[src/logic/i2c_bus_pkg.sv]
// i2c bus definitions
// byte type, device control bytes and the scl quarter phases
package i2c_bus_pkg;

    // one byte on the wire
    typedef logic [7:0] byte_t;

    // 24lc64 device select, chip address pins tied low
    localparam byte_t I2C_CTRL_WR = 8'hA0;
    // same device with the read bit set
    localparam byte_t I2C_CTRL_RD = 8'hA1;

    // quarter of the scl period in which a strobe falls
    // order matters, the generator simply counts through it
    typedef enum logic [1:0] {
        // data may change here
        PH_LOW_MID  = 2'd0,
        // scl goes high
        PH_RISE     = 2'd1,
        // data is sampled here
        PH_HIGH_MID = 2'd2,
        // scl goes low
        PH_FALL     = 2'd3
    } bus_phase_t;

endpackage

[src/logic/byte_shifter.sv]
// i2c byte shifter
// moves one byte out on sda or in from sda, ninth bit is the ack slot
module byte_shifter
    import i2c_bus_pkg::*;
(
    input  logic       clk,
    input  logic       rst_n,
    input  logic       phase_strobe,
    input  bus_phase_t phase,
    input  logic       load,
    // 0 send, 1 receive
    input  logic       dir,
    input  byte_t      tx_byte,
    input  logic       master_ack,
    input  logic       sda_in,
    output logic       bit_out,
    output byte_t      rx_byte,
    output logic       ack_seen,
    output logic       byte_done
);

    byte_t      shift_q;
    logic [3:0] bit_cnt;
    logic       busy;
    logic       rx_mode;
    logic       ack_slot;
    logic       low_mid;
    logic       high_mid;

    assign ack_slot = (bit_cnt == 4'd8);
    assign low_mid  = busy && phase_strobe && (phase == PH_LOW_MID);
    assign high_mid = busy && phase_strobe && (phase == PH_HIGH_MID);

    // shift register holds the received byte after eight samples
    assign rx_byte = shift_q;

    // same shift for both directions
    // when sending, the bits coming back in are just our own
    always_ff @(posedge clk) begin
        if (load) begin
            shift_q <= tx_byte;
        end else if (high_mid && !ack_slot) begin
            shift_q <= {shift_q[6:0], sda_in};
        end
    end

    always_ff @(posedge clk or negedge rst_n) begin
        if (!rst_n) begin
            busy      <= 1'b0;
            rx_mode   <= 1'b0;
            bit_cnt   <= '0;
            bit_out   <= 1'b1;
            ack_seen  <= 1'b0;
            byte_done <= 1'b0;
        end else begin
            byte_done <= 1'b0;
            if (load) begin
                busy    <= 1'b1;
                rx_mode <= dir;
                bit_cnt <= '0;
            end else if (low_mid) begin
                // 1 means released, the line is open drain
                if (ack_slot) begin
                    bit_out <= rx_mode ? ~master_ack : 1'b1;
                end else begin
                    bit_out <= rx_mode ? 1'b1 : shift_q[7];
                end
            end else if (high_mid) begin
                if (ack_slot) begin
                    busy      <= 1'b0;
                    byte_done <= 1'b1;
                    // slave ack, meaningless for received bytes
                    ack_seen  <= ~sda_in;
                end else begin
                    bit_cnt <= bit_cnt + 4'd1;
                end
            end
        end
    end

endmodule

[config.mk]
export PLATFORM = sky130hd
export DESIGN_NAME = byte_shifter
export DESIGN_NICKNAME = d
export VERILOG_FILES = /design/src/logic/i2c_bus_pkg.sv /design/src/logic/byte_shifter.sv
export SDC_FILE = /design/constraint.sdc
export NUM_CORES = 1
export LEC_CHECK = 0
export BUFFER_PORTS_ARGS = -buffer_cell sky130_fd_sc_hd__buf_2
export CORE_MARGIN = 2
export CORE_UTILIZATION = 54
export CTS_BUF_LIST = sky130_fd_sc_hd__clkbuf_8
export CTS_CLUSTER_DIAMETER = 100
export CTS_CLUSTER_SIZE = 14
export DETAILED_ROUTE_END_ITERATION = 7
export GPL_TIMING_DRIVEN = 1
export PLACE_DENSITY = 0.91
export SLEW_MARGIN = 5
export SYNTH_ARGS = -nofsm -noshare
export SYNTH_HDL_FRONTEND = slang
export SYNTH_SLANG_ARGS = --single-unit
[constraint.sdc]
create_clock -name clk -period 3.75 [get_ports clk]
set_input_delay 0.375 -clock clk [delete_from_list [all_inputs] [get_ports clk]]
set_output_delay 0.375 -clock clk [all_outputs]
set_load 0.05 [all_outputs]
==> summary.md <==
| Metric | Value |
|---|---|
| WS Path Type | `reg -> reg` |
| Mux cell area share after synthesis | `around 16%` |
| Power density cells | `about 420 mW/mm2` |
| Register bit total from synthesis | `17` |
| Xor/xnor share of the synthesized area | `0%` |
| Sequential Power Share | `between 50% and 60%` |
| Mapped Area | `828 um2` |
| Post-Route WL | `between 1 and 1.5 mm` |
| Initial antenna violation count | `0` |
| CP max-delay cell | `dfrtp_1` |
| Vias/cell | `~5.3` |
| Switching part of the total power | `28.0%` |
| Complex-gate fraction of the synthesized area | `4.53%` |
| Crit path arrival time | `1.67 ns` |
| Final period util | `~45%` |
| Sequential area share after synthesis | `56.3%` |
| Adder-cell share of the synthesized area | `3.02%` |
| Initial Util | `56.3%` |
| Worst-path clk slew | `0.06 ns` |
| Leak | `0.451 nW` |
| Peak Freq | `592 MHz` |
| HPWL Detailed | `1.12 mm` |
| Rel. slew slack | `76.6%` |
| Most frequent cells in the layout | `27 x buf_2, 10 x mux2_2, 8 x dfrtp_1, 8 x edfxtp_1, 5 x inv_1` |
| Largest net degree at the start of global routing | `20` |
| Clock share of power | `30.3%` |
| Hold/Removal Path Class | `in -> reg` |
| Status | `complete, no violations` |
| Row count | `14` |
| 1st-iter DRT viols | `6` |
| First-pass GRT wire length | `2.59 mm` |
| Synth Net Count | `81` |
| Clk Latency, worst-skew pair | `about 0.25 ns` |
| Critical path buffers and inverters | `1` |
| Net Switching | `between 0.1 and 0.15 mW` |
| Number of H-tree levels | `1` |
| Post-synthesis cell type count | `25` |
| Core box area | `0.00147 mm2` |
| Tot GR Track Use | `19.3%` |
| Crit path required time | `3.73 ns` |
| Post-synthesis cell count | `62` |
| Synth warn | `0` |
| Die area | `0.00186 mm2` |
| Largest family of logic cells by synthesized area | `simple AND/OR/NAND/NOR gates` |
| Die Span Y | `between 40 and 50 um` |
| Hold Vio Cnt, Final | `0` |
| Commonest non-fill, non-tap cell in the layout | `buf_2` |
| Worst Setup Start Kind | `register` |
| Top Family by Delay on Critical Path | `simple AND/OR/NAND/NOR gates` |
| Critical-path maximum fanout | `8` |
| Root Driver | `clkbuf_8` |
| Slew @ Worst Pin | `~0.35 ns` |
| Worst R2R Setup Slack | `2.06 ns` |
| Minimum clock period | `1.69 ns` |
| Num CTS Buffers | `3` |
| Routability cong. | `approximately 0.75` |
| Clk sink count | `17` |
| CP cell instances | `inv_1, ha_1, nand3b_2, and2_4, or2_2` |
| GRT overflow | `0` |
| Pwr Total | `between 0.4 and 0.5 mW` |
| Fin Clk Skew | `0.00257 ns` |
| RSZ-0062 raised after global routing | `no` |
| Ports | `28` |
| Final Max Tran Viols | `0` |
| Mapped Avg Cell Area | `~13 um2` |
| TritonRoute pass-1 iters | `4` |
| Post-CTS sizing | `0` |
| Vias | `slightly below 600` |
| Setup TNS | `0 ns` |
| Share of layout cells above drive strength 1 | `approximately half` |
| Buffer depth of the longest clock path | `2` |
| Vias in the first global route | `585` |
| DIE WIDTH | `around 43 um` |
| DRT antenna net count | `0` |
| Port bufs | `27` |
| Combinational Power Share | `19.5%` |
| Layout Nets | `112` |
| Max cap viols | `0` |
| Crit end category | `register` |
| CTS tree | `built` |
| P_int | `0.313 mW` |
| Final setup fails | `0` |
| Max incr delay on CP | `around 0.43 ns` |
| Post-Synth Simple-Gate Area | `17.1%` |
| Post-DR wirelength/cell | `about 14 um` |
| Area Growth Syn to Fin | `24.2%` |
| DRC viols | `0` |
| VDD IR max | `0.283 mV` |
| Ant. Diodes | `0` |
metrics by stage:
step | instances | area, um2 | util, % | setup WS (ns) | hold WS, ns
after detailed placement | 103 | 973 | 66.2 | 2.09 | 0.237
after floorplan | 62 | 828 | - | 2.20 | 0.0794
after global placement | 103 | 973 | 66.2 | 2.15 | 0.231
final | 108 | 1030 | 69.9 | 2.06 | 0.306
after global routing | 108 | 1030 | 69.9 | 1.97 | 0.305
after CTS | 108 | 1030 | 69.9 | 2.06 | 0.302
flip-flops by register name, indices dropped and copies added, names as in the netlist:
name       count
ack_seen       1
bit_cnt        4
bit_out        1
busy           1
byte_done      1
rx_byte        8
rx_mode        1
power groups by stage:
stage	Combinational, mW	Clock, mW	Sequential (mW)
4_1_cts	0.0855	0.134	0.219
5_1_grt	0.0900	0.143	0.220
6_report	0.0847	0.132	0.218
2_1_floorplan	0.0239	0	0.258
3_3_place_gp	0.0826	0	0.221
3_5_place_dp	0.0844	0	0.222
cells by family (layout without fill, tap and decap cells):
logic type / Yosys count / after routing
muxes: 12 / 12
and+or+nand+nor: 18 / 18
DFF: 17 / 17
adders and majority gates: 2 / 2
buffers and inverters: 6 / 36
AOI/OAI and AO/OA: 7 / 7
worst paths after layout:
kind | from | end | cells past startpoint
min in group asynchronous | rst_n | rx_mode$_DFFE_PN0P_ | 2
max reg2reg | bit_cnt[0]$_DFFE_PN0P_ | rx_byte[0]$_DFFE_PP_ | 5
min reg2reg | rx_mode$_DFFE_PN0P_ | rx_mode$_DFFE_PN0P_ | 1
min | sda_in | ack_seen$_DFFE_PN0P_ | 2
max | bit_cnt[0]$_DFFE_PN0P_ | rx_byte[0]$_DFFE_PP_ | 5
max in group asynchronous | rst_n | bit_out$_DFFE_PN1N_ | 2
final cells by class:
class                   count  area (um2)
fillers                   108         443
inverters                   4        15.0
flip-flops and latches     17         467
clock inverters             1        3.75
well taps                  16        20.0
repair buffers             28         145
clock buffers               3        41.3
multi-input cells          39         337
worst register-to-register path: stages, from the launching register on:
cell      delay, ns
dfrtp_1        0.43
inv_1          0.08
ha_1           0.17
nand3b_2       0.17
and2_4         0.22
or2_2          0.37
Yosys cell counts, drive strengths merged:
| library cell | number | share of area (%) |
|---|---|---|
| nand2b | 2 | 1.5 |
| ha | 2 | 3.0 |
| dfstp | 1 | 3.2 |
| dfrtp | 8 | 24 |
| nor3 | 1 | 1.2 |
| inv | 4 | 1.8 |
| nand3b | 1 | 1.4 |
| o21ai | 4 | 2.4 |
| nand2 | 1 | 0.45 |
| and4b | 1 | 1.4 |
| nor4 | 1 | 0.76 |
| nand4b | 3 | 5.0 |
| and2 | 2 | 1.8 |
| edfxtp | 8 | 29 |
| a21oi | 2 | 1.2 |
| buf | 2 | 1.2 |
| o31ai | 1 | 0.91 |
| mux2 | 10 | 14 |
| mux2i | 2 | 2.4 |
| nor2 | 2 | 0.91 |
| nand3 | 2 | 1.2 |
| or3 | 1 | 0.76 |
| or2 | 1 | 0.76 |
per-layer routing:
layer	wire length, um	global-route usage [%]	vias up
li1	-	-	289
met1	676	27.7	260
met2	685	27.8	25
met3	100	4.26	3
met4	24	9.09	0
met5	0	0	-
what timing repair did:
item / 4_1_cts / 5_1_grt
setup endpoints to repair: 0 / 0
hold buffers: 1 / 0
endpoints found under the hold margin: 8 / 0
setup buffers: 0 / 0
No activity file was read; power rests on OpenSTA's default activity.
