### config.mk
export PLATFORM = sky130hd
export DESIGN_NAME = eeprom_sequencer
export DESIGN_NICKNAME = d
export VERILOG_FILES = /design/src/logic/eeprom_pkg.sv /design/src/logic/i2c_bus_pkg.sv /design/src/logic/eeprom_sequencer.sv
export SDC_FILE = /design/constraint.sdc
export NUM_CORES = 1
export LEC_CHECK = 0
export BUFFER_PORTS_ARGS = -buffer_cell sky130_fd_sc_hd__buf_2
export CORE_MARGIN = 2
export CORE_UTILIZATION = 49
export DETAILED_ROUTE_END_ITERATION = 16
export PLACE_DENSITY_LB_ADDON = 0.05
export SYNTH_ARGS = -nofsm -noshare
export SYNTH_HDL_FRONTEND = slang
export SYNTH_SLANG_ARGS = --single-unit
export TNS_END_PERCENT = 20
### constraint.sdc
create_clock -name clk -period 3.42 [get_ports clk]
set_input_delay 0.684 -clock clk [delete_from_list [all_inputs] [get_ports clk]]
set_output_delay 0.684 -clock clk [all_outputs]
set_load 0.01 [all_outputs]
### src/logic/eeprom_pkg.sv
// eeprom transfer definitions
// word address, transfer length, payload types and sequencer states
package eeprom_pkg;

    // 64 kbit part, two address bytes
    typedef logic [15:0] word_addr_t;

    // every transfer goes to this location
    localparam word_addr_t EEPROM_ADDR = 16'h0005;

    // data bytes per transfer
    localparam int XFER_BYTES = 3;

    // low byte goes out first, high byte second
    typedef logic [15:0] wr_data_t;

    // first byte read lands in the low byte
    typedef logic [23:0] rd_result_t;

    typedef enum logic [4:0] {
        ST_IDLE    = 5'd0,
        ST_START   = 5'd1,
        ST_CTRL_WR = 5'd2,
        ST_ADDR_HI = 5'd3,
        ST_ADDR_LO = 5'd4,
        ST_WR_DATA = 5'd5,
        ST_RESTART = 5'd6,
        ST_CTRL_RD = 5'd7,
        ST_RD_DATA = 5'd8,
        ST_STOP    = 5'd9,
        ST_DONE    = 5'd10
    } seq_state_t;

endpackage

### src/logic/i2c_bus_pkg.sv
// i2c bus definitions
// byte type, device control bytes and the scl quarter phases
package i2c_bus_pkg;

    // one byte on the wire
    typedef logic [7:0] byte_t;

    // 24lc64 device select, chip address pins tied low
    localparam byte_t I2C_CTRL_WR = 8'hA0;
    // same device with the read bit set
    localparam byte_t I2C_CTRL_RD = 8'hA1;

    // quarter of the scl period in which a strobe falls
    // order matters, the generator simply counts through it
    typedef enum logic [1:0] {
        // data may change here
        PH_LOW_MID  = 2'd0,
        // scl goes high
        PH_RISE     = 2'd1,
        // data is sampled here
        PH_HIGH_MID = 2'd2,
        // scl goes low
        PH_FALL     = 2'd3
    } bus_phase_t;

endpackage

### src/logic/eeprom_sequencer.sv
// eeprom transfer sequencer
// random write of three bytes or random read of three bytes at a fixed address
module eeprom_sequencer
    import i2c_bus_pkg::*;
    import eeprom_pkg::*;
(
    input  logic       clk,
    input  logic       rst_n,
    input  logic       phase_strobe,
    input  bus_phase_t phase,
    input  logic       wr_req,
    input  logic       rd_req,
    input  wr_data_t   wr_data,
    input  logic       byte_done,
    input  logic       ack_seen,
    input  byte_t      rx_byte,
    input  logic       bit_out,
    output logic       load,
    output logic       dir,
    output byte_t      tx_byte,
    output logic       master_ack,
    output logic       run,
    output logic       sda_oe,
    output logic       sda_out,
    output logic       done,
    output logic       led,
    output rd_result_t result,
    output logic       result_valid,
    output logic       ack_error
);

    seq_state_t state;
    logic       low_mid;
    logic       high_mid;
    logic       in_byte;
    logic       send_byte;
    logic       last_byte;
    // own sda level for start, restart and stop
    logic       line_q;
    // sda follows the shifter while set
    logic       drive_shift;
    logic [1:0] byte_idx;
    wr_data_t   wr_data_q;

    // third write byte is a checksum of the first two
    function automatic byte_t wr_byte(input logic [1:0] idx, input wr_data_t d);
        case (idx)
            2'd0:    wr_byte = d[7:0];
            2'd1:    wr_byte = d[15:8];
            default: wr_byte = byte_t'(d[7:0] + d[15:8]);
        endcase
    endfunction

    assign low_mid   = phase_strobe && (phase == PH_LOW_MID);
    assign high_mid  = phase_strobe && (phase == PH_HIGH_MID);
    assign in_byte   = state inside {ST_CTRL_WR, ST_ADDR_HI, ST_ADDR_LO,
                                     ST_WR_DATA, ST_CTRL_RD, ST_RD_DATA};
    // bytes whose ack slot belongs to the slave
    assign send_byte = in_byte && (state != ST_RD_DATA);
    assign last_byte = (byte_idx == 2'(XFER_BYTES - 1));
    assign sda_out   = drive_shift ? bit_out : line_q;
    assign done      = (state == ST_DONE);

    // write payload frozen for the whole transfer
    always_ff @(posedge clk) begin
        if (state == ST_IDLE) begin
            wr_data_q <= wr_data;
        end
    end

    // hand sda over only while scl is low
    always_ff @(posedge clk or negedge rst_n) begin
        if (!rst_n) begin
            drive_shift <= 1'b0;
        end else if (low_mid) begin
            drive_shift <= in_byte;
        end
    end

    always_ff @(posedge clk or negedge rst_n) begin
        if (!rst_n) begin
            state        <= ST_IDLE;
            run          <= 1'b0;
            sda_oe       <= 1'b0;
            line_q       <= 1'b1;
            load         <= 1'b0;
            dir          <= 1'b0;
            tx_byte      <= '0;
            master_ack   <= 1'b0;
            byte_idx     <= '0;
            led          <= 1'b1;
            result       <= '0;
            result_valid <= 1'b0;
            ack_error    <= 1'b0;
        end else begin
            load         <= 1'b0;
            result_valid <= 1'b0;
            if (byte_done && send_byte && !ack_seen) begin
                // nack, abort with a stop
                ack_error <= 1'b1;
                state     <= ST_STOP;
            end else begin
                case (state)
                    ST_IDLE: begin
                        line_q <= 1'b1;
                        if (wr_req || rd_req) begin
                            run       <= 1'b1;
                            sda_oe    <= 1'b1;
                            ack_error <= 1'b0;
                            state     <= ST_START;
                        end
                    end
                    ST_START: begin
                        // sda falls while scl is high
                        if (high_mid) begin
                            line_q  <= 1'b0;
                            load    <= 1'b1;
                            dir     <= 1'b0;
                            tx_byte <= I2C_CTRL_WR;
                            state   <= ST_CTRL_WR;
                        end
                    end
                    ST_CTRL_WR: begin
                        if (byte_done) begin
                            load    <= 1'b1;
                            tx_byte <= EEPROM_ADDR[15:8];
                            state   <= ST_ADDR_HI;
                        end
                    end
                    ST_ADDR_HI: begin
                        if (byte_done) begin
                            load    <= 1'b1;
                            tx_byte <= EEPROM_ADDR[7:0];
                            state   <= ST_ADDR_LO;
                        end
                    end
                    ST_ADDR_LO: begin
                        // address written, reads turn around here
                        if (byte_done && rd_req) begin
                            state <= ST_RESTART;
                        end else if (byte_done) begin
                            load     <= 1'b1;
                            tx_byte  <= wr_byte(2'd0, wr_data_q);
                            byte_idx <= '0;
                            state    <= ST_WR_DATA;
                        end
                    end
                    ST_WR_DATA: begin
                        if (byte_done && last_byte) begin
                            state <= ST_STOP;
                        end else if (byte_done) begin
                            load     <= 1'b1;
                            tx_byte  <= wr_byte(byte_idx + 2'd1, wr_data_q);
                            byte_idx <= byte_idx + 2'd1;
                        end
                    end
                    ST_RESTART: begin
                        // release high in the low half, then start again
                        if (low_mid) begin
                            line_q <= 1'b1;
                        end else if (high_mid) begin
                            line_q  <= 1'b0;
                            load    <= 1'b1;
                            tx_byte <= I2C_CTRL_RD;
                            state   <= ST_CTRL_RD;
                        end
                    end
                    ST_CTRL_RD: begin
                        if (byte_done) begin
                            load       <= 1'b1;
                            dir        <= 1'b1;
                            master_ack <= (XFER_BYTES > 1);
                            byte_idx   <= '0;
                            state      <= ST_RD_DATA;
                        end
                    end
                    ST_RD_DATA: begin
                        if (byte_done) begin
                            result[8*byte_idx +: 8] <= rx_byte;
                            if (last_byte) begin
                                state <= ST_STOP;
                            end else begin
                                // nack only the final byte
                                load       <= 1'b1;
                                master_ack <= (byte_idx != 2'(XFER_BYTES - 2));
                                byte_idx   <= byte_idx + 2'd1;
                            end
                        end
                    end
                    ST_STOP: begin
                        // low while scl low, rising while scl high
                        if (low_mid) begin
                            line_q <= 1'b0;
                        end else if (high_mid) begin
                            line_q <= 1'b1;
                            run    <= 1'b0;
                            state  <= ST_DONE;
                        end
                    end
                    ST_DONE: begin
                        sda_oe <= 1'b0;
                        state  <= ST_IDLE;
                        if (!ack_error && rd_req) begin
                            result_valid <= 1'b1;
                        end else if (!ack_error) begin
                            led <= 1'b0;
                        end
                    end
                    default: begin
                        state <= ST_IDLE;
                    end
                endcase
            end
        end
    end

endmodule

==> impl_metrics.ini, run 1 <==
[global_routing]
grtUsageTotal_pct = 22.8
use_met3_pct = 3.82
grt_max_degree = 49
antenna_found_initial = 0
grt_first_pass_wirelength_mm = 13.6
met2_usage_pct = 35.0
grt_pass1_vias = 2733
met1_usage_pct = 32.2
overflow = 0
busiest_layer = met2

[die]
ioPinCount = 76
dieArea_mm2 = 0.00785
die_w_um = 88.6
start_util_pct = 51.1
core_mm2 = 0.00687
rows = 30
die_h_um = 88.6

[routing]
drtPass1Iterations = 4
wl_mm = 8.36
vias = 2933
vias_per_cell = 5.50
wl_per_cell_um = 15.7
drt_iter0_drc = 211
remaining_drc_errors = 0
detail-route-antenna-nets = 0

[yosys]
syn-cell-area_mm2 = 0.00351
synth-edff-count = 16
avgSynthCellArea_um2 = 9.66
syn_nets = 411
synthFlopType = dfrtp_1
synth_top_cell_area_share_pct = 32.8
ys_ff_latch = 64
synthTopCellsByCount = 66 x nand2_1, 46 x dfrtp_1, 37 x o21ai_0
ys_seq_area_share_pct = 48.0
yosys-top-cells-area = dfrtp_1 33%, edfxtp_1 14%, nand2_1 7.1%
yosysMostFrequentCell = nand2_1
synth-async-reset-ratio_pct = 75.0
yosysUniqueCellTypes = 67
synth_cells = 363
ys_warn_count = 0
synth_top_cell_by_area = dfrtp_1

[critical_path]
cp.buffers_inverters = 0
cp_top_family = simple AND/OR/NAND/NOR gates
end_kind = flip-flop
worstRegToRegCells = 5
cp_data_required_time_ps = 3650
worstPathArrival_ps = 2830
critPathKind = reg -> reg
crit_chain = nor2_1 -> a22oi_1 -> nand3_1 -> or4_4 -> o32a_1
rrSetupSlack_ps = 830
slowest_delay_ps = 870
r2r-start = state[1]
slowest_stage = dfrtp_1
crit_end = tx_byte[5]
reg2reg_to = tx_byte[5]
crit_path_start_kind = flip-flop
critPathMaxFanout = 23
crit_cells = 5
startpoint = state[1]

[final_layout]
seq_area_mm2 = 0.00168
design_area_mm2 = 0.00415
nFillCells = 615
fin_nets = 480
antenna_cells = 0
drive_above_1_share_pct = 25.6
areaGrowthSynthToFinish_pct = 18.2
multi_input_area_mm2 = 0.00166

[cts]
cts_tree = yes
cts.sinks = 64
cts_buffers = 9
clockBufferDepth = 2
root_buffer = clkbuf_8
postCtsSetupRepairBufs = 0
cts.reportedPaths.clkPinSlew_ps = 70
postCtsHoldBufs = 0
h-tree-depth = 3
cts_resized = 0
worst_skew_pair.late_latency_ps = 350

[sta]
fin_crit_ps = 2590
rsz0062_at_grt = false
skew_ps = 12.4
relSlewSlack_pct = 28.6
fmax_mhz = 385
tightest_slew_ps = 1070
fin_setup_tns_ps = 0
whs_ps = 459
finalSetupViolations = 0
hold_viol = 0
fin_crit_sh_pct = 75.9
slew_violations = 0

[placement]
gp_congestion = 0.854
place_hpwl_mm = 6.12
postPlaceCellArea_mm2 = 0.00391
io_buffers = 75

[power_and_ir_drop]
p_leak_nw = 1.83
p_per_area_mw_per_mm2 = 803
peakVddDrop_mv = 0.463

[run_status]
status = completed

[worst_hold_path]
hold_path_class = reg -> reg
min_from = led

[job]
maxCapViolations = 0
report_power, final:
part | internal [mW] | total (mW) | switching, mW | leakage [nW]
clock | 0.426 | 0.743 | 0.317 | 0.112
combinational | 0.576 | 1.37 | 0.790 | 0.952
sequential | 0.991 | 1.22 | 0.231 | 0.770
total | 1.99 | 3.33 | 1.34 | 1.83
final cells by class:
| class | count | area share [%] |
|---|---|---|
| clock buffer | 11 | 4.20 |
| clock inverter | 5 | 1.42 |
| timing repair buffer | 78 | 9.60 |
| inverter | 13 | 1.18 |
| sequential | 64 | 40.6 |
| multi-input combinational | 266 | 40.1 |
| tap | 96 | 2.90 |
worst reg2reg max path, delay by kind of cell (launching register included):
| kind | cells | cell delay (ps) |
|---|---|---|
| simple gates | 3 | 1000 |
| flops | 1 | 870 |
| compound gates | 2 | 610 |
worst min path at each step:
stage                      to  slack, ps  cells past startpoint
floorplan           ack_error        390                      0
global placement          led        440                      1
detailed placement        led        450                      1
CTS                       led        460                      1
global route              led        470                      1
finish                    led        460                      1
layout by cell type (no fill, tap or decap), drive strengths merged, types with 9 or more instances in the layout:
master | synthesis | routed
a21oi | 18 | 18
buf | 13 | 78
clkbuf | 7 | 11
dfrtp | 46 | 46
edfxtp | 16 | 16
ha | 13 | 13
inv | 13 | 14
nand2 | 66 | 66
nor2 | 20 | 20
nor3 | 9 | 9
o21ai | 38 | 38
logic make-up after synthesis:
family / count (synthesis) / share of synthesized area [%]
AO/OA/AOI/OAI: 111 / 20.9
XOR/XNOR: 6 / 1.50
adder cells (fa/ha/maj): 15 / 5.49
buffers and inverters: 33 / 4.81
flip-flops: 64 / 48.0
multiplexers: 5 / 1.57
AND/OR/NAND/NOR: 129 / 17.7
per-layer routing:
metal	vias up	share of wire, %
li1	1461	-
met4	0	0.74
met2	101	47
met1	1365	47
met3	6	6.0
met5	-	0
state kept, by name, summed over array words and instances, names as in the netlist:
name	cells
result	24
wr_data_q	16
tx_byte	8
state	4
byte_idx	2
ack_error	1
dir	1
drive_shift	1
led	1
line_q	1
load	1
master_ack	1
result_valid	1
run	1
sda_oe	1
stage by stage:
stage	power (mW)	utilization [%]	cells	setup slack, ps
floorplan	2.22	-	363	254
global placement	2.59	57.0	517	862
detailed placement	2.59	57.0	517	856
CTS	3.34	60.3	533	841
global route	3.57	60.3	533	515
finish	3.33	60.3	533	825
Power figures use the tool's default switching activity.
==> run 2, diff against run 1 <==
ABC_AREA = 1   (was not set)
CORE_UTILIZATION = 50   (was 49)
clock period = 2.23 ns   (was 3.42 ns; I/O delays follow)
==> run 2 against run 1 <==
Compared with the run above: setup slack worse by 520 ps; sequential power is 47% higher; die area is 2.6% higher; synthesized cell count is 31% higher; final cell count is 25% higher; clock power is 16% higher; largest power group unchanged; non-clock buffer count is 4 higher; sequential cell count stayed put.
==> impl_metrics.ini, run 2 <==
[cts]
cts_resized = 0
root_buffer = clkbuf_8
cts_tree = yes
postCtsSetupRepairBufs = 0
h-tree-depth = 3
worst_skew_pair.late_latency_ps = 350
cts.reportedPaths.clkPinSlew_ps = 80
postCtsHoldBufs = 0
cts_buffers = 9
cts.sinks = 64
clockBufferDepth = 2

[routing]
wl_per_cell_um = 14.1
vias_per_cell = 5.26
remaining_drc_errors = 0
drt_iter0_drc = 204
vias = 3501
drtPass1Iterations = 4
detail-route-antenna-nets = 0
wl_mm = 9.36

[worst_hold_path]
hold_path_class = in -> async

[yosys]
synth-async-reset-ratio_pct = 75.0
synth_top_cell_by_area = dfrtp_1
avgSynthCellArea_um2 = 7.74
synthFlopType = dfrtp_1
syn_nets = 523
synth_top_cell_area_share_pct = 31.3
ys_warn_count = 0
yosysMostFrequentCell = nand2_1
syn-cell-area_mm2 = 0.00368
synth-edff-count = 16
synth_cells = 475
yosys-top-cells-area = dfrtp_1 31%, nand2_1 14%, edfxtp_1 13%
ys_seq_area_share_pct = 45.8
ys_ff_latch = 64
yosysUniqueCellTypes = 37
synthTopCellsByCount = 140 x nand2_1, 51 x inv_1, 46 x dfrtp_1, 46 x nand3_1, 43 x nor2_1

[sta]
slew_violations = 0
fin_setup_tns_ps = 0
hold_viol = 0
fin_crit_sh_pct = 86.5
finalSetupViolations = 0
fmax_mhz = 518
relSlewSlack_pct = 65.9
skew_ps = 10.6
whs_ps = 34.6
fin_crit_ps = 1930
rsz0062_at_grt = false
tightest_slew_ps = 509

[job]
maxCapViolations = 0

[global_routing]
grt_pass1_vias = 3304
grt_first_pass_wirelength_mm = 16.1
grt_max_degree = 22
grtUsageTotal_pct = 24.7
antenna_found_initial = 0
overflow = 0

[final_layout]
fin_nets = 609
drive_above_1_share_pct = 21.6
areaGrowthSynthToFinish_pct = 18.5
largest_reg_flops = 24
top_register = result
final_common_cell = nand2_1
final_cell_mix = 140 x nand2_1, 75 x buf_2, 51 x inv_1, 46 x nand3_1, 46 x dfrtp_1
post-route-util_pct = 60.7
reg.largest.list = result (24), wr_data_q (16), tx_byte (8)
antenna_cells = 0

[placement]
gp_congestion = 0.902
io_buffers = 75
place_hpwl_mm = 7.20

[critical_path]
slowest_stage = dfrtp_1
crit_chain = inv_1 -> ha_1 -> nand2_1 -> inv_1 -> nand2_1 -> nand2_1 -> nor2_1 -> nand3_4 -> nor2_2 -> nand2_1 -> nand2_1
cp_data_required_time_ps = 2530
cp.buffers_inverters = 2
crit_path_start_kind = flip-flop
critPathMaxFanout = 13
end_kind = flip-flop
cp_top_family = simple AND/OR/NAND/NOR gates
worstPathArrival_ps = 2230
critPathKind = reg -> reg
slowest_delay_ps = 450
crit_path_frequent_cell = nand2_1

[die]
die_h_um = 89.7
dieArea_mm2 = 0.00805
ioPinCount = 76
core_mm2 = 0.00718
rows = 31
start_util_pct = 51.2
die_w_um = 89.7

[power_and_ir_drop]
peakVddDrop_mv = 0.792
p_per_area_mw_per_mm2 = 1160
p_leak_nw = 2.34
finalPower_mw = 5.06

[run_status]
status = completed
==> run 2: cell count changes after synthesis, sizes merged, moves of 6 or more <==
cell	change
nor2	+31
nand2b	-7
o21a	-6
inv	+42
nand2	+80
nand4	+13
nor3	-7
nand3	+39
buf	-12
o21ai	+7
==> run 2: final timing paths <==
| check | startpoint | endpoint | slack (ps) | depth (start not counted) |
|---|---|---|---|---|
| worst max-delay path | byte_idx[0] | tx_byte[3] | 300 | 11 |
| worst min-delay path | rst_n | tx_byte[3] | 30 | 1 |
| worst max register to register | byte_idx[0] | tx_byte[3] | 300 | 11 |
| worst min register to register | led | led | 450 | 2 |
| max in group asynchronous | rst_n | led | 1530 | 2 |
| min in group clk | wr_data[12] | wr_data_q[12] | 260 | 1 |
==> run 2: metrics by stage <==
stage / cells / area [um2] / worst slack [ps]
after global placement: 649 / 4190 / 358
final: 665 / 4360 / 301
after floorplan: 475 / 3680 / 183
after global routing: 665 / 4360 / 43.4
after CTS: 665 / 4360 / 289
after detailed placement: 649 / 4190 / 313
==> run 2: logic make-up after synthesis <==
kind of cell    synth area share [%]
simple gates                    30.8
compound gates                  11.3
buf+inv                         6.88
flops                           45.8
fa+ha+maj                       4.97
xor+xnor                       0.238
==> run 2: worst reg2reg max path: stages, from the launching register on <==
cell,delay (ps)
dfrtp_1,450
inv_1,140
ha_1,270
nand2_1,100
inv_1,40
nand2_1,50
nand2_1,60
nor2_1,240
nand3_4,220
nor2_2,190
nand2_1,80
nand2_1,50
==> run 2: report_power, final <==
group	switching [mW]	leakage (nW)	internal, mW	total (mW)
Clock	0.467	0.0824	0.397	0.864
Combinational	1.58	1.49	0.815	2.40
Sequential	0.231	0.772	1.56	1.79
Total	2.28	2.34	2.78	5.06
==> run 2: layout make-up <==
cell class	instances	area, um2
fill	654	2820
multi-input combinational	346	1740
sequential	64	1680
timing repair buffer	82	428
inverter	58	218
clock buffer	10	128
tap	99	124
clock inverter	6	36.3
==> run 2: per-layer routing <==
layer | part of all wire (%) | up-vias | track usage [%]
li1 | - | 1738 | -
met2 | 44 | 149 | 36.8
met5 | 0 | - | 0
met1 | 47 | 1598 | 36.2
met4 | 1.7 | 0 | 9.49
met3 | 7.4 | 16 | 4.19
