File: config.mk
export PLATFORM = sky130hd
export DESIGN_NAME = scl_phase_gen
export DESIGN_NICKNAME = d
export VERILOG_FILES = /design/src/logic/i2c_bus_pkg.sv /design/src/logic/scl_phase_gen.sv
export SDC_FILE = /design/constraint.sdc
export NUM_CORES = 1
export LEC_CHECK = 0
export BUFFER_PORTS_ARGS = -buffer_cell sky130_fd_sc_hd__buf_4
export CORE_UTILIZATION = 40
export CTS_CLUSTER_SIZE = 10
export DETAILED_ROUTE_END_ITERATION = 10
export PLACE_DENSITY = 0.65
export SYNTH_ARGS = -nofsm -noshare
export SYNTH_HDL_FRONTEND = slang
export SYNTH_SLANG_ARGS = --single-unit
File: constraint.sdc
create_clock -name clk -period 1.5 [get_ports clk]
set_input_delay 0.075 -clock clk [delete_from_list [all_inputs] [get_ports clk]]
set_output_delay 0.075 -clock clk [all_outputs]
set_load 0.03 [all_outputs]
File: src/logic/i2c_bus_pkg.sv
// i2c bus definitions
// byte type, device control bytes and the scl quarter phases
package i2c_bus_pkg;

    // one byte on the wire
    typedef logic [7:0] byte_t;

    // 24lc64 device select, chip address pins tied low
    localparam byte_t I2C_CTRL_WR = 8'hA0;
    // same device with the read bit set
    localparam byte_t I2C_CTRL_RD = 8'hA1;

    // quarter of the scl period in which a strobe falls
    // order matters, the generator simply counts through it
    typedef enum logic [1:0] {
        // data may change here
        PH_LOW_MID  = 2'd0,
        // scl goes high
        PH_RISE     = 2'd1,
        // data is sampled here
        PH_HIGH_MID = 2'd2,
        // scl goes low
        PH_FALL     = 2'd3
    } bus_phase_t;

endpackage

File: src/logic/scl_phase_gen.sv
// scl generator
// cuts clk into quarter-period strobes and drives scl from them
module scl_phase_gen
    import i2c_bus_pkg::*;
#(
    parameter int QUARTER_CYCLES = 32
) (
    input  logic       clk,
    input  logic       rst_n,
    input  logic       run,
    output logic       scl,
    output logic       phase_strobe,
    output bus_phase_t phase
);

    localparam int CNT_W = $clog2(QUARTER_CYCLES + 1);

    logic [CNT_W-1:0] cnt;
    // quarter that the next strobe announces
    bus_phase_t       quarter;
    logic             cnt_wrap;

    assign cnt_wrap = (cnt == CNT_W'(QUARTER_CYCLES - 1));

    always_ff @(posedge clk or negedge rst_n) begin
        if (!rst_n) begin
            cnt          <= '0;
            quarter      <= PH_HIGH_MID;
            scl          <= 1'b1;
            phase_strobe <= 1'b0;
            phase        <= PH_HIGH_MID;
        end else if (!run) begin
            // parked with scl high
            // first strobe after run is high_mid, where the start goes out
            cnt          <= '0;
            quarter      <= PH_HIGH_MID;
            scl          <= 1'b1;
            phase_strobe <= 1'b0;
        end else begin
            phase_strobe <= cnt_wrap;
            if (cnt_wrap) begin
                cnt     <= '0;
                phase   <= quarter;
                quarter <= bus_phase_t'(quarter + 2'd1);
                // scl edges line up with the strobe of the same quarter
                if (quarter == PH_RISE) begin
                    scl <= 1'b1;
                end else if (quarter == PH_FALL) begin
                    scl <= 1'b0;
                end
            end else begin
                cnt <= cnt + 1'b1;
            end
        end
    end

endmodule

==> flow_summary_export.csv, run 1 <==
group,metric,value,unit
place,place_inst,68,
worst_setup_path,r2r_end,"phase[0]",
sta,tightestPinTransition,358,ps
yosys,synth-edff-count,0,
floorplanning,die_width,39.1,µm
detailed_routing,wl,831,µm
status,status,"finished clean",
worst_setup_path,rrSetupSlack,110,ps
yosys,synthTopCellsByArea,"dfrtp_1 41%, dfstp_2 14%, ha_1 6.8%, mux2_2 4.1%, nor2_1 3.4%",
pwr,p_leak,0.301,nW
detailed_routing,routed_via_density,4.70,
grt,grt_overflow,0,
layout,syn2layout_area_growth,20.4,%
yosys,yosysTopAreaCellShare,0.408,
detailed_routing,drt_iter0_markers,5,
detailed_routing,routedWlPerCell,11.2,µm
place,place.gp.congestion,0.751,
grt,grt_usage,0.147,
sta,fmax,0.718,GHz
clock_network,tritoncts,"yes",
worst_setup_path,start_kind,"register",
layout,fin_nets,66,
sta,drv_slew,0,
grt,grt_antenna_before_repair,0,
clock_network,h-tree-depth,1,
layout,fillers,119,
floorplanning,ioPinCount,7,
layout,drive_gt1_frac,0.305,
sta,fin_skew,3.27,ps
yosys,yosysWarnings,0,
sta,hold_viol_final,0,
detailed_routing,antenna_left,0,
clock_network,clock_sinks,12,
floorplanning,fp.dieArea,1530,µm²
min_path,hold_class,"input pin to asynchronous set/reset pin",
worst_setup_path,cp_max_fo,8,
layout,fin_cells,74,
sta,rsz0062_at_grt,"no",
floorplanning,dieHeight,39.1,µm
clock_network,cts_buffers,3,
yosys,ys_ff_latch,12,
place,dpl.hpwl,607,µm
pwr,powerDensity,867,nW/µm²
worst_setup_path,cp.required,1660,ps
yosys,synth_nets,53,
yosys,ys_types,22,
layout,antenna_cells,0,
clock_network,clk_pin_slew,70,ps
grt,grt_max_degree,13,
floorplanning,start_util,0.429,
yosys,synth_most_common_cell,"dfrtp_1",
worst_setup_path,critPathArrivalTime,1550,ps
detailed_routing,first_pass_iters,3,
floorplanning,core_area,1280,µm²
place,port_buffers,6,
yosys,synth_commonest_cells,"9 x dfrtp_1, 5 x nor2_1",
yosys,syn_avg_cell_area,11.7,µm²
sta,period_share,0.928,
pwr,ir_worst_vdd,0.000408,V
sta,layout_min_cycle_time,1390,ps
run,maxCapViolations,0,
detailed_routing,vias,348,
worst_setup_path,worstSetupEndpointType,"register",
grt,grt_pass1_vias,325,
sta,slew_headroom,0.759,
yosys,ys.flop_type,"dfrtp_1",
sta,tns,0,ps
yosys,synth_area_leader_cell,"dfrtp_1",
grt,grt_pass1_wl,1.44,mm
yosys,synth-async-reset-ratio,1.00,
sta,setup_viol,0,
detailed_routing,drc,0,
yosys,yosysSeqAreaShare,0.551,
worst_setup_path,worstRegToRegCells,3,
clock_network,clock_latency,270,ps
clock_network,cts_root_buffer,"clkbuf_4",
yosys,postSynthCellCount,47,
worst_setup_path,crit_type,"register to register",
pwr,power,0.576,mW
sta,whs,165,ps
floorplanning,num_rows,13,
yosys,synth_area,552,µm²
clock_network,clock_path_buffers,2,
worst_setup_path,r2r-start,"cnt[5]",
## final cells by class
cell class / count / area, µm² / area share
clock buffers: 4 / 26.3 / 0.0395
inverters: 3 / 11.3 / 0.0169
multi-input cells: 32 / 239 / 0.360
flip-flops and latches: 12 / 304 / 0.458
well taps: 15 / 18.8 / 0.0282
repair buffers: 8 / 65.1 / 0.0979
## how the worst max path moves through the flow
stage	start	slack [ps]	end
global placement	cnt[0]	90	phase[0]
global route	cnt[0]	20	phase[0]
detailed placement	cnt[0]	50	phase[0]
CTS	cnt[0]	40	phase[0]
floorplan	cnt[0]	130	phase[0]
finish	cnt[5]	110	phase[0]
## worst max-delay path, stage by stage (launching register included)
cell and delay [ps]:
dfrtp_1 380, nand2b_1 280, nor3_4 260, mux2_2 360
## flip-flops by register name, summed over array words and instances, names as in the netlist
| name | count |
|---|---|
| cnt | 6 |
| phase | 2 |
| phase_strobe | 1 |
| quarter | 2 |
| scl | 1 |
## through the flow
stage,area [µm²],setup slack [ps],util
floorplan,552,134,-
global placement,616,94.7,0.479
detailed placement,616,48.4,0.479
CTS,662,37.8,0.515
global route,664,18.3,0.517
finish,664,108,0.517
## cell families (layout without fill, tap and decap cells)
logic type	after synthesis	in the layout	synth area share
AND/OR/NAND/NOR	16	16	0.184
flip-flops	12	12	0.551
AO/OA/AOI/OAI	8	8	0.0884
adder cells (fa/ha/maj)	3	3	0.0680
XOR/XNOR	3	3	0.0476
buffers and inverters	3	15	0.0204
multiplexers	2	2	0.0408
## metal layers
layer	wire length, µm	share of wire	vias up	track usage
met5	0	0	-	0
met2	367	0.44	6	0.179
li1	-	-	186	-
met4	20	0.024	0	0.129
met1	427	0.51	154	0.218
met3	16	0.019	2	0.0173
## cell usage in the layout, fill, tap and decap left out, types with 2 or more instances in the layout
| cell type | synthesis | final |
|---|---|---|
| xor2_1 | 2 | 2 |
| buf_4 | 0 | 6 |
| dlygate4sd3_1 | 0 | 2 |
| mux2_2 | 2 | 2 |
| clkbuf_4 | 0 | 3 |
| dfrtp_1 | 9 | 9 |
| nand2_1 | 2 | 2 |
| or3_1 | 2 | 2 |
| a21oi_1 | 2 | 2 |
| o21ai_0 | 3 | 3 |
| nor2_1 | 5 | 5 |
| dfstp_2 | 3 | 3 |
| ha_1 | 3 | 2 |
| inv_1 | 3 | 3 |
## power breakdown
group	internal, mW	leakage, nW	switching [mW]
registers	0.330	0.155	0.00572
logic	0.0140	0.131	0.0167
clock network	0.103	0.0150	0.106
total	0.447	0.301	0.128
## what timing repair did
action / 4_1_cts / 5_1_grt
resized for setup: 0 / 1
setup endpoints to repair: 0 / 2
hold buffers: 2 / 0
endpoints found under the hold margin: 13 / 0
setup buffers: 0 / 0
Note: power is estimated with default switching activity, not from simulation.
==> run 2, diff against run 1 <==
==> constraint.sdc (replaced) <==
create_clock -name clk -period 1.5 [get_ports clk]
set_input_delay 0.3 -clock clk [delete_from_list [all_inputs] [get_ports clk]]
set_output_delay 0.3 -clock clk [all_outputs]
set_load 0.03 [all_outputs]
==> run 2 against run 1 <==
Net effect: fmax grew 0.12%; critical path depth is the same; global-route usage shrank 0.24 points; critical path type unchanged; register-to-register slack is essentially flat; sequential share of layout area grew 0.70 points; power shrank 0.40%; setup slack gained 1.7 ps; first-iteration DRC count is the same; via count shrank 1.7%.
==> flow_summary_export.csv, run 2 (synthesis gave the netlist of run 1 again) <==
group,metric,value,unit
status,status,"finished clean",
layout,mostFrequentLayoutCell,"dfrtp_1",
detailed_routing,first_pass_iters,3,
min_path,holdPathEnd,"quarter[1]",
detailed_routing,routedWlPerCell,11.2,µm
worst_setup_path,worstRegToRegCells,3,
layout,syn2layout_area_growth,18.6,%
layout,drive_gt1_frac,0.310,
worst_setup_path,cp.required,1660,ps
sta,drv_slew,0,
clock_network,cts_buffers,3,
grt,top_usage_layer,"met1",
pwr,ir_worst_vdd,0.000408,V
layout,multi_input_area,239,µm²
layout,largest_reg_flops,6,
detailed_routing,wl,817,µm
worst_setup_path,critPathArrivalTime,1550,ps
layout,fin_cells,73,
sta,tightestPinTransition,358,ps
floorplanning,fp.dieArea,1530,µm²
clock_network,post_cts_buffers,0,
grt,grt_overflow,0,
clock_network,clock_latency,270,ps
grt,grt_pass1_wl,1.41,mm
sta,hold_viol_final,0,
floorplanning,die_width,39.1,µm
clock_network,clock_sinks,12,
sta,setup_viol,0,
worst_setup_path,r2r_end,"phase[0]",
clock_network,cts_root_buffer,"clkbuf_4",
detailed_routing,vias,342,
clock_network,tritoncts,"yes",
pwr,seq_power_share,0.586,
worst_setup_path,start_kind,"register",
place,dpl.hpwl,607,µm
grt,gr-usage-met2,0.171,
pwr,pwr-share-clk,0.364,
grt,grt_pass1_vias,309,
layout,regArea,304,µm²
run,maxCapViolations,0,
floorplanning,dieHeight,39.1,µm
floorplanning,ioPinCount,7,
grt,grt_util_met1,0.218,
min_path,min_path_cells,2,
sta,layout_min_cycle_time,1390,ps
pwr,p_switching,0.128,mW
place,port_buffers,6,
sta,rsz0062_at_grt,"no",
layout,regMostFlops,"cnt",
layout,fin_nets,65,
pwr,p_sw_frac,0.223,
place,place.gp.congestion,0.751,
grt,met3_usage,0.0173,
worst_setup_path,crit_type,"register to register",
layout,fillers,120,
worst_setup_path,critPathLaunch,"cnt[5]",
grt,grt_antenna_before_repair,0,
min_path,hold_class,"input pin to register",
sta,fin_skew,3.10,ps
detailed_routing,drc,0,
pwr,p_leak,0.297,nW
pwr,powerDensity,877,nW/µm²
layout,antenna_cells,0,
worst_setup_path,worstSetupEndpointType,"register",
clock_network,h-tree-depth,1,
min_path,min_from,"run",
layout,reg_top3,"cnt x6, phase x2, quarter x2",
floorplanning,num_rows,13,
place,place_inst,68,
pwr,p_int,0.446,mW
clock_network,clock_path_buffers,2,
layout,final_cell_mix,"9 x dfrtp_1, 6 x buf_4, 5 x nor2_1",
pwr,p_comb_frac,0.050,
sta,slew_headroom,0.759,
grt,grt_usage,0.144,
grt,grt_max_degree,13,
detailed_routing,drt_iter0_markers,5,
worst_setup_path,r2r-start,"cnt[5]",
sta,tns,0,ps
place,dpl_cell_area,616,µm²
detailed_routing,antenna_left,0,
layout,final_cell_area,654,µm²
sta,fmax,0.719,GHz
floorplanning,start_util,0.429,
detailed_routing,routed_via_density,4.68,
sta,period_share,0.927,
clock_network,clk_pin_slew,70,ps
floorplanning,core_area,1280,µm²
worst_setup_path,rrSetupSlack,110,ps
worst_setup_path,cp_max_fo,8,
[run 2: changes by cell type in the layout (fill, tap and decap cells not counted), sizes merged]
cell         delta
dlygate4sd3     -1
[run 2: critical path: stages, from the launching register on]
cell	delay, ps
dfrtp_1	380
nand2b_1	280
nor3_4	260
mux2_2	360
[run 2: metrics by stage]
step | setup WS, ps | utilization | hold slack [ps] | power, mW
6_report | 110 | 0.509 | 203 | 0.574
5_1_grt | 18.3 | 0.509 | 219 | 0.602
4_1_cts | 37.8 | 0.507 | 198 | 0.586
3_5_place_dp | 48.4 | 0.479 | 149 | 0.369
3_3_place_gp | 94.7 | 0.479 | 145 | 0.369
2_1_floorplan | 134 | - | 4.41 | 0.354
[run 2: worst max-delay path by stage]
| stage | endpoint | slack, ps |
|---|---|---|
| floorplan | phase[0] | 130 |
| global placement | phase[0] | 90 |
| detailed placement | phase[0] | 50 |
| CTS | phase[0] | 40 |
| global route | phase[0] | 20 |
| finish | phase[0] | 110 |
[run 2: final cells by class]
cell class                 count  share of cell area
sequential                    12               0.465
tap                           15              0.0287
inverter                       3              0.0172
clock buffer                   4              0.0402
timing repair buffer           7              0.0841
multi-input combinational     32               0.365
[run 2: routing by layer]
layer / vias up / part of all wire / wire length (µm)
met3: 2 / 0.020 / 16
met5: - / 0 / 0
li1: 184 / - / -
met2: 6 / 0.44 / 356
met1: 150 / 0.52 / 424
met4: 0 / 0.024 / 20
[run 2: power by group through the flow]
| stage | Combinational (mW) | Clock, mW | Sequential (mW) |
|---|---|---|---|
| 3_5_place_dp | 0.0271 | 0 | 0.342 |
| 4_1_cts | 0.0294 | 0.221 | 0.336 |
| 6_report | 0.0286 | 0.209 | 0.336 |
| 3_3_place_gp | 0.0272 | 0 | 0.342 |
| 2_1_floorplan | 0.0132 | 0 | 0.341 |
| 5_1_grt | 0.0345 | 0.230 | 0.337 |
[run 2: repair_timing]
item | 4_1_cts | 5_1_grt
endpoints found under the hold margin | 9 | 0
setup endpoints to repair | 0 | 2
gates resized for setup | 0 | 1
hold buffers | 1 | 0
==> run 3, diff against run 2 <==
--- a/config.mk
+++ b/config.mk
@@ -7,8 +7,9 @@
 export LEC_CHECK = 0
 export BUFFER_PORTS_ARGS = -buffer_cell sky130_fd_sc_hd__buf_4
 export CORE_UTILIZATION = 40
-export CTS_CLUSTER_SIZE = 10
+export CTS_CLUSTER_SIZE = 20
 export DETAILED_ROUTE_END_ITERATION = 10
+export MAX_ROUTING_LAYER = met4
 export PLACE_DENSITY = 0.65
 export SYNTH_ARGS = -nofsm -noshare
 export SYNTH_HDL_FRONTEND = slang
==> run 3 against run 2 <==
Net effect: sequential cell count did not move; sequential power barely moved; clock-buffer cell count did not move; design area did not move; hold slack got worse by 1.6 ps; clock skew barely moved; sequential share of layout area did not move; clock power barely moved; first-iteration DRC count did not move; critical path depth did not move; via count did not move; power barely moved.
==> flow_summary_export.csv, run 3 (synthesis gave the netlist of run 1 again) <==
group,metric,value,unit
clock_network,cts_buffers,3,
detailed_routing,first_pass_iters,3,
grt,grt_overflow,0,
clock_network,cts_root_buffer,"clkbuf_4",
floorplanning,num_rows,13,
worst_setup_path,cp_max_fo,8,
worst_setup_path,start_kind,"register",
floorplanning,dieHeight,39.1,µm
detailed_routing,wl,821,µm
layout,drive_gt1_frac,0.310,
sta,setup_viol,0,
worst_setup_path,worstSetupEndpointType,"register",
floorplanning,core_area,1280,µm²
min_path,min_path_cells,2,
place,place.gp.congestion,0.761,
detailed_routing,drt_iter0_markers,5,
sta,period_share,0.927,
floorplanning,die_width,39.1,µm
sta,slew_headroom,0.759,
layout,final_cell_mix,"9 x dfrtp_1, 6 x buf_4, 5 x nor2_1",
floorplanning,start_util,0.429,
layout,regMostFlops,"cnt",
pwr,p_leak,0.297,nW
place,place_inst,68,
floorplanning,fp.dieArea,1530,µm²
sta,drv_slew,0,
worst_setup_path,worstRegToRegCells,3,
grt,grt_max_degree,13,
worst_setup_path,crit_type,"register to register",
worst_setup_path,cp.required,1660,ps
detailed_routing,vias,342,
place,port_buffers,6,
layout,fillers,120,
sta,hold_viol_final,0,
pwr,ir_worst_vdd,0.000408,V
place,dpl.hpwl,607,µm
detailed_routing,drc,0,
grt,grt_pass1_wl,1.40,mm
sta,fin_skew,3.54,ps
clock_network,clock_sinks,12,
layout,reg_top3,"cnt x6, phase x2, quarter x2",
sta,tightestPinTransition,358,ps
layout,fin_cells,73,
status,status,"finished clean",
sta,tns,0,ps
clock_network,clock_latency,270,ps
worst_setup_path,critPathArrivalTime,1550,ps
detailed_routing,routedWlPerCell,11.2,µm
clock_network,tritoncts,"yes",
sta,rsz0062_at_grt,"no",
layout,mostFrequentLayoutCell,"dfrtp_1",
clock_network,clock_path_buffers,2,
min_path,hold_class,"input pin to register",
grt,grt_usage,0.148,
clock_network,clk_pin_slew,70,ps
sta,fmax,0.719,GHz
sta,layout_min_cycle_time,1390,ps
layout,antenna_cells,0,
grt,grt_pass1_vias,307,
pwr,powerDensity,877,nW/µm²
place,place_ws,48.4,ps
layout,syn2layout_area_growth,18.6,%
layout,largest_reg_flops,6,
detailed_routing,routed_via_density,4.68,
layout,utilization,0.509,
grt,grt_antenna_before_repair,0,
run,maxCapViolations,0,
sta,setup_slack,109,ps
detailed_routing,antenna_left,0,
clock_network,h-tree-depth,1,
layout,fin_nets,65,
floorplanning,ioPinCount,7,
run 3: cell counts in the layout (fill, tap and decap cells not counted):
No cell type changed its count.
run 3: layout make-up:
cell class / count / area [µm²] / area share
clock buffer: 4 / 26.3 / 0.0402
inverter: 3 / 11.3 / 0.0172
multi-input combinational: 32 / 239 / 0.365
sequential: 12 / 304 / 0.465
tap: 15 / 18.8 / 0.0287
timing repair buffer: 7 / 55.1 / 0.0841
run 3: critical path, cell delays in order, from the launching register on:
cell and delay (ps):
dfrtp_1 380, nand2b_1 280, nor3_4 260, mux2_2 360
run 3: per-layer routing:
metal | up-vias | routed length, µm | GRT usage | share of wire
met5 | - | 0 | - | 0
met4 | 0 | 20 | 0.129 | 0.024
met3 | 2 | 16 | 0.0173 | 0.019
met2 | 6 | 357 | 0.167 | 0.43
met1 | 150 | 427 | 0.222 | 0.52
li1 | 184 | - | - | -
run 3: per-stage QoR:
stage          hold slack (ps)  area [µm²]  total power, mW
6_report                   202         654            0.574
5_1_grt                    219         654            0.602
4_1_cts                    198         652            0.586
3_5_place_dp               149         616            0.369
3_3_place_gp               145         616            0.369
2_1_floorplan             4.41         552            0.354
run 3: path summary, 6_finish.rpt:
check,startpoint,end,slack (ps)
max,cnt[5],phase[0],110
min,run,quarter[1],200
max reg2reg,cnt[5],phase[0],110
min reg2reg,cnt[0],cnt[0],470
max in group asynchronous,rst_n,quarter[1],880
min in group asynchronous,rst_n,cnt[3],390
run 3: timing repair:
action	in CTS	in global routing
buffers inserted	0	0
endpoints found under the setup margin	0	2
hold endpoints to repair	9	0
hold buffers	1	0
resized for setup	0	1
run 3: power by group:
| part | total [mW] | internal (mW) | switching [mW] |
|---|---|---|---|
| combinational | 0.0286 | 0.0124 | 0.0162 |
| clock | 0.209 | 0.103 | 0.106 |
| sequential | 0.336 | 0.330 | 0.00573 |
